==> config.mk <==
export PLATFORM = sky130hd
export DESIGN_NAME = dbg_unit
export DESIGN_NICKNAME = d
export VERILOG_FILES = /design/src/hdl/dbg_pkg.sv /design/src/hdl/dbg_cpu_ctrl.sv /design/src/hdl/dbg_mem_ctrl.sv /design/src/hdl/dbg_reg_access.sv /design/src/hdl/dbg_unit.sv
export SDC_FILE = /design/constraint.sdc
export NUM_CORES = 1
export LEC_CHECK = 0
export ABC_AREA = 1
export BUFFER_PORTS_ARGS = -buffer_cell sky130_fd_sc_hd__buf_4
export CAP_MARGIN = 5
export CORE_UTILIZATION = 48
export DETAILED_ROUTE_END_ITERATION = 7
export GPL_TIMING_DRIVEN = 0
export PLACE_DENSITY_LB_ADDON = 0.1
export SLEW_MARGIN = 5
export SYNTH_ARGS = -nofsm -noshare
export SYNTH_HDL_FRONTEND = slang
export SYNTH_SLANG_ARGS = --single-unit
==> constraint.sdc <==
create_clock -name dbg_clk -period 2.35 [get_ports dbg_clk]
set_clock_uncertainty 0.15 [all_clocks]
set_input_delay 0.47 -clock dbg_clk [delete_from_list [all_inputs] [get_ports dbg_clk]]
set_output_delay 0.47 -clock dbg_clk [all_outputs]
set_load 0.02 [all_outputs]
==> src/hdl/dbg_pkg.sv <==
package dbg_pkg;

  // --------------------------------------------------------------------------
  // Widths and register map
  // --------------------------------------------------------------------------
  localparam int DBG_AW = 6;   // Debug register address
  localparam int DBG_DW = 16;  // Debug data word

  localparam logic [DBG_AW-1:0] REG_CPU_ID_LO = 6'h00;
  localparam logic [DBG_AW-1:0] REG_CPU_ID_HI = 6'h01;
  localparam logic [DBG_AW-1:0] REG_CPU_CTL   = 6'h02;
  localparam logic [DBG_AW-1:0] REG_CPU_STAT  = 6'h03;
  localparam logic [DBG_AW-1:0] REG_MEM_CTL   = 6'h04;
  localparam logic [DBG_AW-1:0] REG_MEM_ADDR  = 6'h05;
  localparam logic [DBG_AW-1:0] REG_MEM_DATA  = 6'h06;
  localparam logic [DBG_AW-1:0] REG_CPU_NR    = 6'h18;

  localparam logic [DBG_DW-1:0] DBG_SWBRK_OP = 16'h4343;  // Software break opcode

  // Stored bits and reset values of the control bytes
  localparam logic [7:0] CPU_CTL_HOLD = 8'h78;  // CPU_RST down to SW_BRK_EN
  localparam logic [7:0] CPU_CTL_RST  = 8'h10;  // FRZ_BRK_EN only
  localparam logic [7:0] MEM_CTL_HOLD = 8'h0E;  // B/W, MEM/REG, RD/WR

  // --------------------------------------------------------------------------
  // Register layouts
  // --------------------------------------------------------------------------
  typedef struct packed {
    logic reserved;
    logic cpu_rst;     // Hold CPU in reset
    logic rst_brk_en;  // Halt after PUC
    logic frz_brk_en;  // Freeze peripherals on halt
    logic sw_brk_en;   // Software breakpoint enable
    logic istep;       // Command bits
    logic run;
    logic halt;
  } cpu_ctl_t;

  typedef struct packed {
    logic [3:0] reserved;
    logic       bw;       // 1 = byte access
    logic       mem_reg;  // 1 = CPU register
    logic       rd_wr;    // 1 = write
    logic       start;
  } mem_ctl_t;

  typedef struct packed {
    logic [3:0] hwbrk_pnd;  // No hardware units here
    logic       swbrk_pnd;
    logic       puc_pnd;
    logic       reserved;
    logic       halt_run;
  } cpu_stat_t;

  // One host data word, read through the view its address selects
  typedef union packed {
    logic [DBG_DW-1:0] raw;
    struct packed {
      logic [7:0] pad;
      cpu_ctl_t   f;
    } cpu_ctl;
    struct packed {
      logic [7:0] pad;
      mem_ctl_t   f;
    } mem_ctl;
    struct packed {
      logic [7:0] pad;
      cpu_stat_t  f;
    } cpu_stat;
  } dbg_word_u;

  // --------------------------------------------------------------------------
  // Inter-block bundles
  // --------------------------------------------------------------------------
  typedef struct packed {
    logic cpu_ctl;
    logic cpu_stat;
    logic mem_ctl;
    logic mem_addr;
    logic mem_data;
  } reg_wr_t;

  typedef struct packed {
    logic [DBG_AW-1:0] addr;
    dbg_word_u         din;
    logic              wr;  // One-cycle strobes
    logic              rd;
  } dbg_host_t;

  typedef struct packed {
    logic [7:0]        cpu_ctl;
    logic [7:0]        cpu_stat;
    logic [7:0]        mem_ctl;
    logic [DBG_DW-1:0] mem_addr;
    logic [DBG_DW-1:0] mem_data;
  } rd_view_t;

  typedef struct packed {
    logic [DBG_DW-1:0] addr;
    logic [DBG_DW-1:0] dout;
    logic              en;
    logic [1:0]        wr;  // Byte write enables
  } mem_bus_t;

  typedef enum logic [1:0] {
    M_IDLE,
    M_SET_BRK,     // Wait for CPU to halt
    M_ACCESS_BRK,  // Access then resume
    M_ACCESS
  } mem_state_e;

endpackage

==> src/hdl/dbg_cpu_ctrl.sv <==
`timescale 1ns/1ps

module dbg_cpu_ctrl import dbg_pkg::*; (
  input  logic              dbg_clk,
  input  logic              dbg_rst,
  input  dbg_word_u         din,
  input  reg_wr_t           reg_wr,
  input  logic              dbg_halt_st,   // CPU halt status
  input  logic              dbg_en_s,
  input  logic              cpu_en_s,
  input  logic              puc_pnd_set,
  input  logic              decode_noirq,  // Opcode decode cycle
  input  logic [DBG_DW-1:0] fe_mdb_in,
  input  logic              mem_halt_req,  // From access FSM
  input  logic              mem_run_req,
  output logic [7:0]        cpu_ctl,
  output logic [7:0]        cpu_stat,
  output logic              dbg_halt_cmd,
  output logic              dbg_freeze,
  output logic              dbg_cpu_reset
);

  cpu_ctl_t  ctl_q;
  cpu_stat_t stat_v;
  logic      halt_cpu;
  logic      run_cpu;
  logic      istep;
  logic      dbg_swbrk;
  logic      halt_rst;
  logic      swbrk_pnd;
  logic      puc_pnd;
  logic      swbrk_clr;
  logic      puc_clr;
  logic [1:0] inc_step;
  logic      halt_flag;
  logic      halt_flag_set;
  logic      halt_flag_clr;

  // --------------------------------------------------------------------------
  // CPU_CTL
  // --------------------------------------------------------------------------
  always_ff @(posedge dbg_clk or posedge dbg_rst) begin
    if (dbg_rst) begin
      ctl_q <= CPU_CTL_RST;
    end else if (reg_wr.cpu_ctl) begin
      ctl_q <= din.cpu_ctl.f & CPU_CTL_HOLD;  // Command bits not stored
    end
  end

  assign cpu_ctl = ctl_q;

  // Commands only act when they change something
  assign halt_cpu = reg_wr.cpu_ctl & din.cpu_ctl.f.halt  & ~dbg_halt_st;
  assign run_cpu  = reg_wr.cpu_ctl & din.cpu_ctl.f.run   & dbg_halt_st;
  assign istep    = reg_wr.cpu_ctl & din.cpu_ctl.f.istep & dbg_halt_st;

  // --------------------------------------------------------------------------
  // CPU_STAT
  // --------------------------------------------------------------------------
  assign swbrk_clr = reg_wr.cpu_stat & din.cpu_stat.f.swbrk_pnd;
  assign puc_clr   = reg_wr.cpu_stat & din.cpu_stat.f.puc_pnd;

  always_ff @(posedge dbg_clk or posedge dbg_rst) begin
    if (dbg_rst) begin
      swbrk_pnd <= 1'b0;
      puc_pnd   <= 1'b0;
    end else begin
      swbrk_pnd <= (swbrk_pnd & ~swbrk_clr) | dbg_swbrk;  // Set wins
      puc_pnd   <= (puc_pnd & ~puc_clr) | puc_pnd_set;
    end
  end

  always_comb begin
    stat_v           = '0;
    stat_v.swbrk_pnd = swbrk_pnd;
    stat_v.puc_pnd   = puc_pnd;
    stat_v.halt_run  = dbg_halt_st;  // Live status
  end

  assign cpu_stat = stat_v;

  // --------------------------------------------------------------------------
  // Break sources, freeze and reset
  // --------------------------------------------------------------------------
  assign dbg_swbrk     = (fe_mdb_in == DBG_SWBRK_OP) & decode_noirq & ctl_q.sw_brk_en;
  assign halt_rst      = ctl_q.rst_brk_en & dbg_en_s & puc_pnd_set;
  assign dbg_freeze    = dbg_halt_st & (ctl_q.frz_brk_en | ~cpu_en_s);
  assign dbg_cpu_reset = ctl_q.cpu_rst;

  // Step window opens halt for two cycles
  always_ff @(posedge dbg_clk or posedge dbg_rst) begin
    if (dbg_rst) begin
      inc_step <= 2'b00;
    end else if (istep) begin
      inc_step <= 2'b11;
    end else begin
      inc_step <= {inc_step[0], 1'b0};
    end
  end

  // --------------------------------------------------------------------------
  // Run / halt
  // --------------------------------------------------------------------------
  assign halt_flag_clr = run_cpu | mem_run_req;
  assign halt_flag_set = halt_cpu | halt_rst | dbg_swbrk | mem_halt_req;

  always_ff @(posedge dbg_clk or posedge dbg_rst) begin
    if (dbg_rst) begin
      halt_flag <= 1'b0;
    end else if (halt_flag_clr) begin
      halt_flag <= 1'b0;
    end else if (halt_flag_set) begin
      halt_flag <= 1'b1;
    end
  end

  // Set and clear both show up in the request cycle
  assign dbg_halt_cmd = (halt_flag | halt_flag_set) & ~halt_flag_clr & ~inc_step[1];

endmodule

==> src/hdl/dbg_mem_ctrl.sv <==
`timescale 1ns/1ps

module dbg_mem_ctrl import dbg_pkg::*; (
  input  logic              dbg_clk,
  input  logic              dbg_rst,
  input  dbg_word_u         din,
  input  reg_wr_t           reg_wr,
  input  logic              dbg_halt_st,
  input  logic [DBG_DW-1:0] dbg_mem_din,
  input  logic [DBG_DW-1:0] dbg_reg_din,
  output mem_bus_t          mem,
  output logic              dbg_reg_wr,
  output logic              mem_halt_req,  // One-cycle pulses
  output logic              mem_run_req,
  output logic [7:0]        mem_ctl,
  output logic [DBG_DW-1:0] mem_addr,
  output logic [DBG_DW-1:0] mem_data
);

  mem_ctl_t          ctl_q;
  logic              mem_start;
  mem_state_e        state;
  mem_state_e        state_nxt;
  logic              access;
  logic              reg_rd;
  logic              mem_rd;
  logic              mem_rd_dly;
  logic [1:0]        wr_msk;
  logic [DBG_DW-1:0] mem_din_bw;

  // --------------------------------------------------------------------------
  // MEM_CTL, MEM_ADDR, MEM_DATA
  // --------------------------------------------------------------------------
  always_ff @(posedge dbg_clk or posedge dbg_rst) begin
    if (dbg_rst) begin
      ctl_q     <= '0;
      mem_start <= 1'b0;
    end else begin
      if (reg_wr.mem_ctl) begin
        ctl_q <= din.mem_ctl.f & MEM_CTL_HOLD;
      end
      mem_start <= reg_wr.mem_ctl & din.mem_ctl.f.start;  // START is a pulse
    end
  end

  assign mem_ctl = ctl_q;

  // Byte reads come back zero-extended from the addressed lane
  assign mem_din_bw = !ctl_q.bw   ? dbg_mem_din :
                      mem_addr[0] ? {8'h00, dbg_mem_din[15:8]} :
                                    {8'h00, dbg_mem_din[7:0]};

  always_ff @(posedge dbg_clk or posedge dbg_rst) begin
    if (dbg_rst) begin
      mem_addr <= '0;
      mem_data <= '0;
    end else begin
      if (reg_wr.mem_addr) begin
        mem_addr <= din.raw;
      end
      if (reg_wr.mem_data) begin
        mem_data <= din.raw;
      end else if (reg_rd) begin
        mem_data <= dbg_reg_din;      // Register file answers at once
      end else if (mem_rd_dly) begin
        mem_data <= mem_din_bw;       // Memory one cycle later
      end
    end
  end

  // --------------------------------------------------------------------------
  // Access FSM
  // --------------------------------------------------------------------------
  always_comb begin
    state_nxt = state;
    case (state)
      M_IDLE: begin
        if (mem_start) begin
          state_nxt = dbg_halt_st ? M_ACCESS : M_SET_BRK;
        end
      end
      M_SET_BRK: begin
        if (dbg_halt_st) begin
          state_nxt = M_ACCESS_BRK;  // CPU stopped
        end
      end
      M_ACCESS_BRK: state_nxt = M_IDLE;
      M_ACCESS:     state_nxt = M_IDLE;
      default:      state_nxt = M_IDLE;
    endcase
  end

  always_ff @(posedge dbg_clk or posedge dbg_rst) begin
    if (dbg_rst) begin
      state <= M_IDLE;
    end else begin
      state <= state_nxt;
    end
  end

  assign mem_halt_req = (state == M_IDLE) & (state_nxt == M_SET_BRK);
  assign mem_run_req  = (state == M_ACCESS_BRK) & (state_nxt == M_IDLE);
  assign access       = (state == M_ACCESS) | (state == M_ACCESS_BRK);

  // --------------------------------------------------------------------------
  // CPU side
  // --------------------------------------------------------------------------
  assign dbg_reg_wr = access & ctl_q.rd_wr & ctl_q.mem_reg;
  assign reg_rd     = access & ~ctl_q.rd_wr & ctl_q.mem_reg;
  assign mem_rd     = mem.en & ~ctl_q.rd_wr;

  assign wr_msk = !ctl_q.bw ? 2'b11 : (mem_addr[0] ? 2'b10 : 2'b01);

  assign mem.addr = mem_addr;
  assign mem.en   = access & ~ctl_q.mem_reg;
  assign mem.wr   = {2{mem.en & ctl_q.rd_wr}} & wr_msk;
  assign mem.dout = !ctl_q.bw   ? mem_data :
                    mem_addr[0] ? {mem_data[7:0], 8'h00} :
                                  {8'h00, mem_data[7:0]};  // Low byte to lane

  always_ff @(posedge dbg_clk or posedge dbg_rst) begin
    if (dbg_rst) begin
      mem_rd_dly <= 1'b0;
    end else begin
      mem_rd_dly <= mem_rd;
    end
  end

endmodule

==> src/hdl/dbg_reg_access.sv <==
`timescale 1ns/1ps

module dbg_reg_access import dbg_pkg::*; (
  input  logic              dbg_clk,
  input  logic              dbg_rst,
  input  dbg_host_t         host,
  input  logic [31:0]       cpu_id,
  input  logic [15:0]       cpu_nr,
  input  rd_view_t          view,
  output reg_wr_t           reg_wr,
  output logic [DBG_DW-1:0] dbg_dout,
  output logic              rd_rdy
);

  // --------------------------------------------------------------------------
  // Address decode
  // --------------------------------------------------------------------------
  logic sel_id_lo;
  logic sel_id_hi;
  logic sel_cpu_ctl;
  logic sel_cpu_stat;
  logic sel_mem_ctl;
  logic sel_mem_addr;
  logic sel_mem_data;
  logic sel_cpu_nr;

  assign sel_id_lo    = (host.addr == REG_CPU_ID_LO);
  assign sel_id_hi    = (host.addr == REG_CPU_ID_HI);
  assign sel_cpu_ctl  = (host.addr == REG_CPU_CTL);
  assign sel_cpu_stat = (host.addr == REG_CPU_STAT);
  assign sel_mem_ctl  = (host.addr == REG_MEM_CTL);
  assign sel_mem_addr = (host.addr == REG_MEM_ADDR);
  assign sel_mem_data = (host.addr == REG_MEM_DATA);
  assign sel_cpu_nr   = (host.addr == REG_CPU_NR);

  // Write strobes for the writable registers
  assign reg_wr.cpu_ctl  = host.wr & sel_cpu_ctl;
  assign reg_wr.cpu_stat = host.wr & sel_cpu_stat;  // Pending clear
  assign reg_wr.mem_ctl  = host.wr & sel_mem_ctl;
  assign reg_wr.mem_addr = host.wr & sel_mem_addr;
  assign reg_wr.mem_data = host.wr & sel_mem_data;

  // --------------------------------------------------------------------------
  // Read data
  // --------------------------------------------------------------------------
  // Unknown addresses fall out of the AND-OR mux as zero
  assign dbg_dout = (cpu_id[15:0]           & {DBG_DW{sel_id_lo}})
                  | (cpu_id[31:16]          & {DBG_DW{sel_id_hi}})
                  | ({8'h00, view.cpu_ctl}  & {DBG_DW{sel_cpu_ctl}})
                  | ({8'h00, view.cpu_stat} & {DBG_DW{sel_cpu_stat}})
                  | ({8'h00, view.mem_ctl}  & {DBG_DW{sel_mem_ctl}})
                  | (view.mem_addr          & {DBG_DW{sel_mem_addr}})
                  | (view.mem_data          & {DBG_DW{sel_mem_data}})
                  | (cpu_nr                 & {DBG_DW{sel_cpu_nr}});

  // Data valid one cycle after the read pulse
  always_ff @(posedge dbg_clk or posedge dbg_rst) begin
    if (dbg_rst) begin
      rd_rdy <= 1'b0;
    end else begin
      rd_rdy <= host.rd;
    end
  end

endmodule

==> src/hdl/dbg_unit.sv <==
`timescale 1ns/1ps

module dbg_unit import dbg_pkg::*; (
  input  logic              dbg_clk,
  input  logic              dbg_rst,
  input  dbg_host_t         host,          // Host register bus
  output logic [DBG_DW-1:0] dbg_dout,
  output logic              dbg_rd_rdy,
  input  logic [31:0]       cpu_id,
  input  logic [7:0]        cpu_nr_inst,
  input  logic [7:0]        cpu_nr_total,
  input  logic              dbg_halt_st,
  input  logic              dbg_en_s,
  input  logic              cpu_en_s,
  input  logic              puc_pnd_set,
  input  logic              decode_noirq,
  input  logic [DBG_DW-1:0] fe_mdb_in,
  input  logic [DBG_DW-1:0] dbg_mem_din,
  input  logic [DBG_DW-1:0] dbg_reg_din,
  output mem_bus_t          mem,
  output logic              dbg_reg_wr,
  output logic              dbg_halt_cmd,
  output logic              dbg_freeze,
  output logic              dbg_cpu_reset
);

  reg_wr_t  reg_wr;
  rd_view_t view;          // Register values for the read mux
  logic     mem_halt_req;
  logic     mem_run_req;

  dbg_reg_access u_reg_access (
    .dbg_clk  (dbg_clk),
    .dbg_rst  (dbg_rst),
    .host     (host),
    .cpu_id   (cpu_id),
    .cpu_nr   ({cpu_nr_total, cpu_nr_inst}),
    .view     (view),
    .reg_wr   (reg_wr),
    .dbg_dout (dbg_dout),
    .rd_rdy   (dbg_rd_rdy)
  );

  dbg_cpu_ctrl u_cpu_ctrl (
    .dbg_clk       (dbg_clk),
    .dbg_rst       (dbg_rst),
    .din           (host.din),
    .reg_wr        (reg_wr),
    .dbg_halt_st   (dbg_halt_st),
    .dbg_en_s      (dbg_en_s),
    .cpu_en_s      (cpu_en_s),
    .puc_pnd_set   (puc_pnd_set),
    .decode_noirq  (decode_noirq),
    .fe_mdb_in     (fe_mdb_in),
    .mem_halt_req  (mem_halt_req),
    .mem_run_req   (mem_run_req),
    .cpu_ctl       (view.cpu_ctl),
    .cpu_stat      (view.cpu_stat),
    .dbg_halt_cmd  (dbg_halt_cmd),
    .dbg_freeze    (dbg_freeze),
    .dbg_cpu_reset (dbg_cpu_reset)
  );

  dbg_mem_ctrl u_mem_ctrl (
    .dbg_clk      (dbg_clk),
    .dbg_rst      (dbg_rst),
    .din          (host.din),
    .reg_wr       (reg_wr),
    .dbg_halt_st  (dbg_halt_st),
    .dbg_mem_din  (dbg_mem_din),
    .dbg_reg_din  (dbg_reg_din),
    .mem          (mem),
    .dbg_reg_wr   (dbg_reg_wr),
    .mem_halt_req (mem_halt_req),
    .mem_run_req  (mem_run_req),
    .mem_ctl      (view.mem_ctl),
    .mem_addr     (view.mem_addr),
    .mem_data     (view.mem_data)
  );

endmodule

# Yosys cells after proc, flatten, opt, wreduce, memory -nomap -nowiden
# Index checks and enable logic that the tools add are counted.
word_totals:
  register_bits: 49
  input_bits: 127
  output_inout_bits: 56
  word_cells: 116
op_classes:
  eq_ne: 12
  muxes: 16
  bitwise_logic: 65
  n_reduce_logical: 6
op_table:
  columns: ["operator", "count"]
  rows:
  - ["16-bit OR", 7]
  - ["16-bit 2-to-1 mux", 6]
  - ["16-bit bitwise AND", 5]
  - ["1-bit bitwise AND", 32]
  - ["4-bit by 16-bit bitwise AND with 16-bit output", 2]
  - ["6-bit by 3-bit equality test with 1-bit output (second input constant)", 3]
  - ["7-bit by 16-bit bitwise AND with 16-bit output", 1]
  - ["16-bit by 15-bit equality test with 1-bit output (second input constant)", 1]
  - ["6-bit by 2-bit equality test with 1-bit output (second input constant)", 2]
  - ["2-bit 2-to-1 mux", 6]
  - ["1-bit OR", 9]
  - ["8-bit 2-to-1 mux", 1]
  - ["1-bit NOT", 8]
  - ["6-bit by 1-bit equality test with 1-bit output (second input constant)", 1]
  - ["6-bit by 5-bit equality test with 1-bit output (second input constant)", 1]
  - ["6-bit logical NOT", 1]
  - ["2-bit one-hot mux with 3 select lines", 1]
  - ["2-bit by 1-bit equality test with 1-bit output (second input constant)", 2]
  - ["2-bit equality test (second input constant)", 2]
  - ["2-bit logical NOT", 2]
  - ["3-bit nonzero test", 1]
  - ["2-bit bitwise AND", 1]
  - ["1-bit 2-to-1 mux", 2]
  - ["2-bit nonzero test", 1]
  - ["2-bit OR reduction", 1]

# Longest topological paths before layout
logic_depth:
  depth_word: 10
  depth_mapped: 9
  depth_no_buf: 9

# Cells and area by module
# From an unflattened synthesis, not the netlist that was laid out.
unflattened:
  hier_cells: 680
  area_unflattened_um2: 4336.7
by_module_without_submodules:
  columns: ["module", "n_inst", "cells_per_inst", "area_per_inst_um2", "seq_area_each_um2"]
  rows:
  - ["dbg_mem_ctrl", 1, 349, 2467.4, 975.9]
  - ["dbg_reg_access", 1, 251, 1290.0, 25.0]
  - ["dbg_cpu_ctrl", 1, 80, 579.3, 226.5]

# Worst setup path after synthesis
# OpenSTA, ideal clock, no wires.
synth_path:
  path_type: "input port to output port"
  startpoint: "input port host[23] (netlist name)"
  endpoint: "output port dbg_halt_cmd"
  t_arrival_ns: 1.470
  t_required_ns: 1.730
  setup_slack_ns: 0.260
  path_stages: 9
  path_buffers: 0
  cell_sequence: "nor2_2 nand2_1 nor2_2 nand3_1 nand2_1 nand2_1 nand2_1 nand2_1 nor2_1"
synth_between:
  elab_chain_len: 10
  elab_cells_between_ends: 14
  cone_classes: "1 x eq/ne; 13 x bitwise"
synth_lines:
  columns: ["item", "line", "rtl"]
  rows:
  - ["from (decl)", "dbg_unit.sv:6", "input dbg_host_t host,"]
  - ["6-bit by 2-bit equality test with 1-bit output *", "dbg_reg_access.sv:29", "assign sel_cpu_ctl = (host.addr == REG_CPU_CTL);"]
  - ["1-bit bitwise AND *", "dbg_reg_access.sv:37", "assign reg_wr.cpu_ctl = host.wr & sel_cpu_ctl;"]
  - ["1-bit bitwise AND (2 in a row)", "dbg_cpu_ctrl.sv:53", "assign halt_cpu = reg_wr.cpu_ctl & din.cpu_ctl.f.halt & ~dbg_halt_st;"]
  - ["1-bit OR (3 in a row)", "dbg_cpu_ctrl.sv:105", "assign halt_flag_set = halt_cpu | halt_rst | dbg_swbrk | mem_halt_req;"]
  - ["1-bit OR", "dbg_cpu_ctrl.sv:118", "assign dbg_halt_cmd = (halt_flag | halt_flag_set) & ~halt_flag_clr & ~inc_step[1];"]
  - ["1-bit bitwise AND * (2 in a row)", "dbg_cpu_ctrl.sv:118", null]
  - ["to (decl)", "dbg_unit.sv:22", "output logic dbg_halt_cmd,"]
# Every way passes the cells marked *; elsewhere a longest branch is shown, timed or not.

# Worst setup path after layout
# Same ends and word-level chain as after synthesis.

==> flow_summary.toml <==
[status]
status = "finished with violations"
violations = "design-rule violations"

[place]
dp_hpwl_um = 9420
gp_congestion = 0.967
dp_cells = 746
portBuffers = 181

[setup_path]
rr_endpoint = "u_mem_ctrl.mem_data[14]"
critPathRequiredTime_ns = 1.73
r2r_start = "u_mem_ctrl.mem_ctl[1]"
r2r_cells = 8
critPathKind = "in -> out"
crit_path_cell_trace = "buf_4 -> nor2_4 -> nand2_2 -> nor2_4 -> nand2_2 -> nor2_1 -> a21oi_1 -> nand2_1 -> nor2_1 -> buf_4"
slowest_delay_ns = 0.20
path_max_fanout = 10
cp_slowest_cell = "nor2_4"
cp-start-kind = "input pin"
endpoint_kind = "output pin"
arrival_ns = 1.68
rrSetupSlack_ns = 0.51

[sta]
rsz0062_at_grt = "true"
setup_viol = 0
min_period_over_period_pct = 97.8
worst_slew_pin_slew_ns = 0.318
max_freq_mhz = 435
hold_violations = 0
slew_headroom_pct = 78.7
timing.final.crit_period_ns = 2.30
drv_slew = 0

[clocking]
cts_tree = "built"
postCtsSetupRepairBufs = 0
worstSkewPairLatency_ns = 0.31
clk_pin_slew_worst_paths_ns = 0.10
root_buffer = "clkbuf_8"
cts_buffer_depth = 2
htreeDepth = 2
numCtsBuffers = 5
cts.sinks = 49

[synthesis]
ys_seq_area_share_pct = 37.8
synth_top_area_share_pct = 37.0
synth_top_area_cell = "dfrtp_1"
yosysWarningCount = 0
ys_top_cells_by_area = "dfrtp_1 37%, nand2_1 15%, inv_1 8.1%"
ys_ff_latch = 49
syn_area_per_cell_um2 = 6.67
synthesis.instances = 487
yosys.cell_types.count = 32
syn_area_um2 = 3250
synth_nets = 614

[routing]
dr.pass1.iters = 8
drc_errors = 28
postRouteWirelength_um = 11600
wl_per_cell_um = 15.4
drt_iter0_markers = 296
ant_nets = 0
num_vias = 4057
vias_per_cell = 5.37

[global_routing]
globalRouteMet3Util_pct = 5.21
grt_usage_pct = 32.3
grt-busiest-layer = "met2"
first_global_vias = 3759
grtUsageMet1_pct = 42.4
grtUsageMet2_pct = 55.6
antenna_found_initial = 0
grt_first_pass_wirelength_um = 18000
grt_max_degree = 40
globalRouteOverflowTotal = 0

[floorplan]
die-width_um = 84.3
core_um2 = 6460
die_area_um2 = 7100
ios = 183
die_h_um = 84.3
initial_utilization_pct = 50.3
core.rowCount = 29

[final_layout]
finalNetCount = 804
instances_no_fill = 755
drive_gt1_share_pct = 34.4
n_fill_cell = 532
area_delta_synth_final_pct = 49.6
antenna_cells = 0

[min_path]
hold_path_class = "in -> reg"
hold_depth = 1
hold_path_end = "u_reg_access.rd_rdy"
holdCritStartpoint = "host[0]"

[pwr]
leakage_nw = 2.69
power.density_nw_per_um2 = 639
power.total_mw = 3.11
internal_power_mw = 1.85
pwr-share-clk_pct = 16.5
comb_power_share_pct = 45.0
p_sw_share_pct = 40.4
p_sw_mw = 1.25
peakVddDrop_v = 0.000653
seq_power_share_pct = 38.5

[run]
maxCapViolCount = 0
-- timing repair --
item	CTS	global route
setup endpoints to repair	25	20
hold buffers	1	0
pin swaps	0	1
cloned	0	0
hold endpoints to repair	10	0
resized for setup	11	8
-- synth_stat cells (all sizes together) --
cell and n:
a22oi 10, nand3 21, a21oi 27, or2 1, o21ai 60, o211ai 10
nor3 2, buf 16, o22ai 9, inv 72, dfrtp 48, nand2 140
clkbuf 4, clkinv 1, nand3b 1, nor2 54, dfstp 1, a31o 1
a211oi 1, nand4 4, o2111ai 4
-- power by group through the flow --
stage	registers, mW	logic, mW	clock network [mW]
finish	1.20	1.40	0.513
global route	1.21	1.50	0.542
CTS	1.19	1.38	0.512
detailed placement	1.20	1.37	0
global placement	1.20	1.34	0
floorplan	1.21	0.689	0
-- routing by layer --
metal	vias to the layer above	part of all wire (%)
met5	-	0
met1	1849	40
met3	19	10
li1	1954	-
met4	0	1.5
met2	235	49
-- state kept, by name, summed over array words and instances (netlist names), 2 cells and up --
signal / cells
u_mem_ctrl.mem_addr: 16
u_mem_ctrl.mem_data: 16
u_cpu_ctrl.inc_step: 2
u_mem_ctrl.state: 2
u_cpu_ctrl.cpu_ctl: 3
u_mem_ctrl.mem_ctl: 3
-- placed cells by master (no fill, tap or decap), drive strengths merged --
cell         instances
a21oi               27
dlygate4sd3          1
a31o                 1
nand3b               1
o2111ai              4
buf                198
o211ai              10
o22ai                9
dfrtp               48
or2                  1
a22oi               10
nand4                4
nand3               21
o21ai               60
nand2              140
a211oi               1
clkinv               2
nor3                 2
dfstp                1
nor2                54
inv                 73
clkbuf               9
clkinvlp             1
-- final cells by class --
cell class | count | area [um^2] | area share [%]
Tap cell | 77 | 96.3 | 1.98
Sequential cell | 49 | 1230 | 25.3
Clock inverter | 3 | 21.3 | 0.438
Clock buffer | 5 | 68.8 | 1.42
Inverter | 73 | 278 | 5.71
Multi-Input combinational cell | 345 | 1650 | 33.9
Timing Repair Buffer | 183 | 1390 | 28.6
Buffer | 20 | 131 | 2.70
-- kinds of logic after synthesis --
| kind of cell | after synthesis | synth area share [%] |
|---|---|---|
| compound gates | 122 | 21.3 |
| buf+inv | 93 | 12.0 |
| flops | 49 | 37.8 |
| simple gates | 223 | 28.9 |
-- stage by stage --
step / hold slack, ns / setup TNS (ns) / instance area [um^2] / worst slack (ns) / util [%]
global placement: 0.263 / -1.67 / 4700 / -0.111 / 72.8
detailed placement: 0.269 / -1.52 / 4720 / -0.171 / 73.1
CTS: 0.104 / 0 / 4850 / 0.0000443 / 75.0
global route: 0.0959 / -0.0370 / 4860 / -0.0257 / 75.3
floorplan: 0.257 / 0 / 3250 / 0.260 / -
finish: 0.104 / 0 / 4860 / 0.0513 / 75.3
-- critical path, delay by kind of cell --
family / cells / cell delay, ns
AND/OR/NAND/NOR: 7 / 0.86
buffers and inverters: 2 / 0.28
AO/OA/AOI/OAI: 1 / 0.05
-- how the worst max path moves through the flow --
stage,start,endpoint,cells past startpoint
after floorplan,host[23],dbg_halt_cmd,9
after global placement,host[23],dbg_dout[1],10
after detailed placement,host[23],dbg_dout[1],10
after CTS,host[23],dbg_dout[1],10
after global routing,host[23],dbg_halt_cmd,11
final,host[23],dbg_halt_cmd,10
No activity file was read; power rests on OpenSTA's default activity.
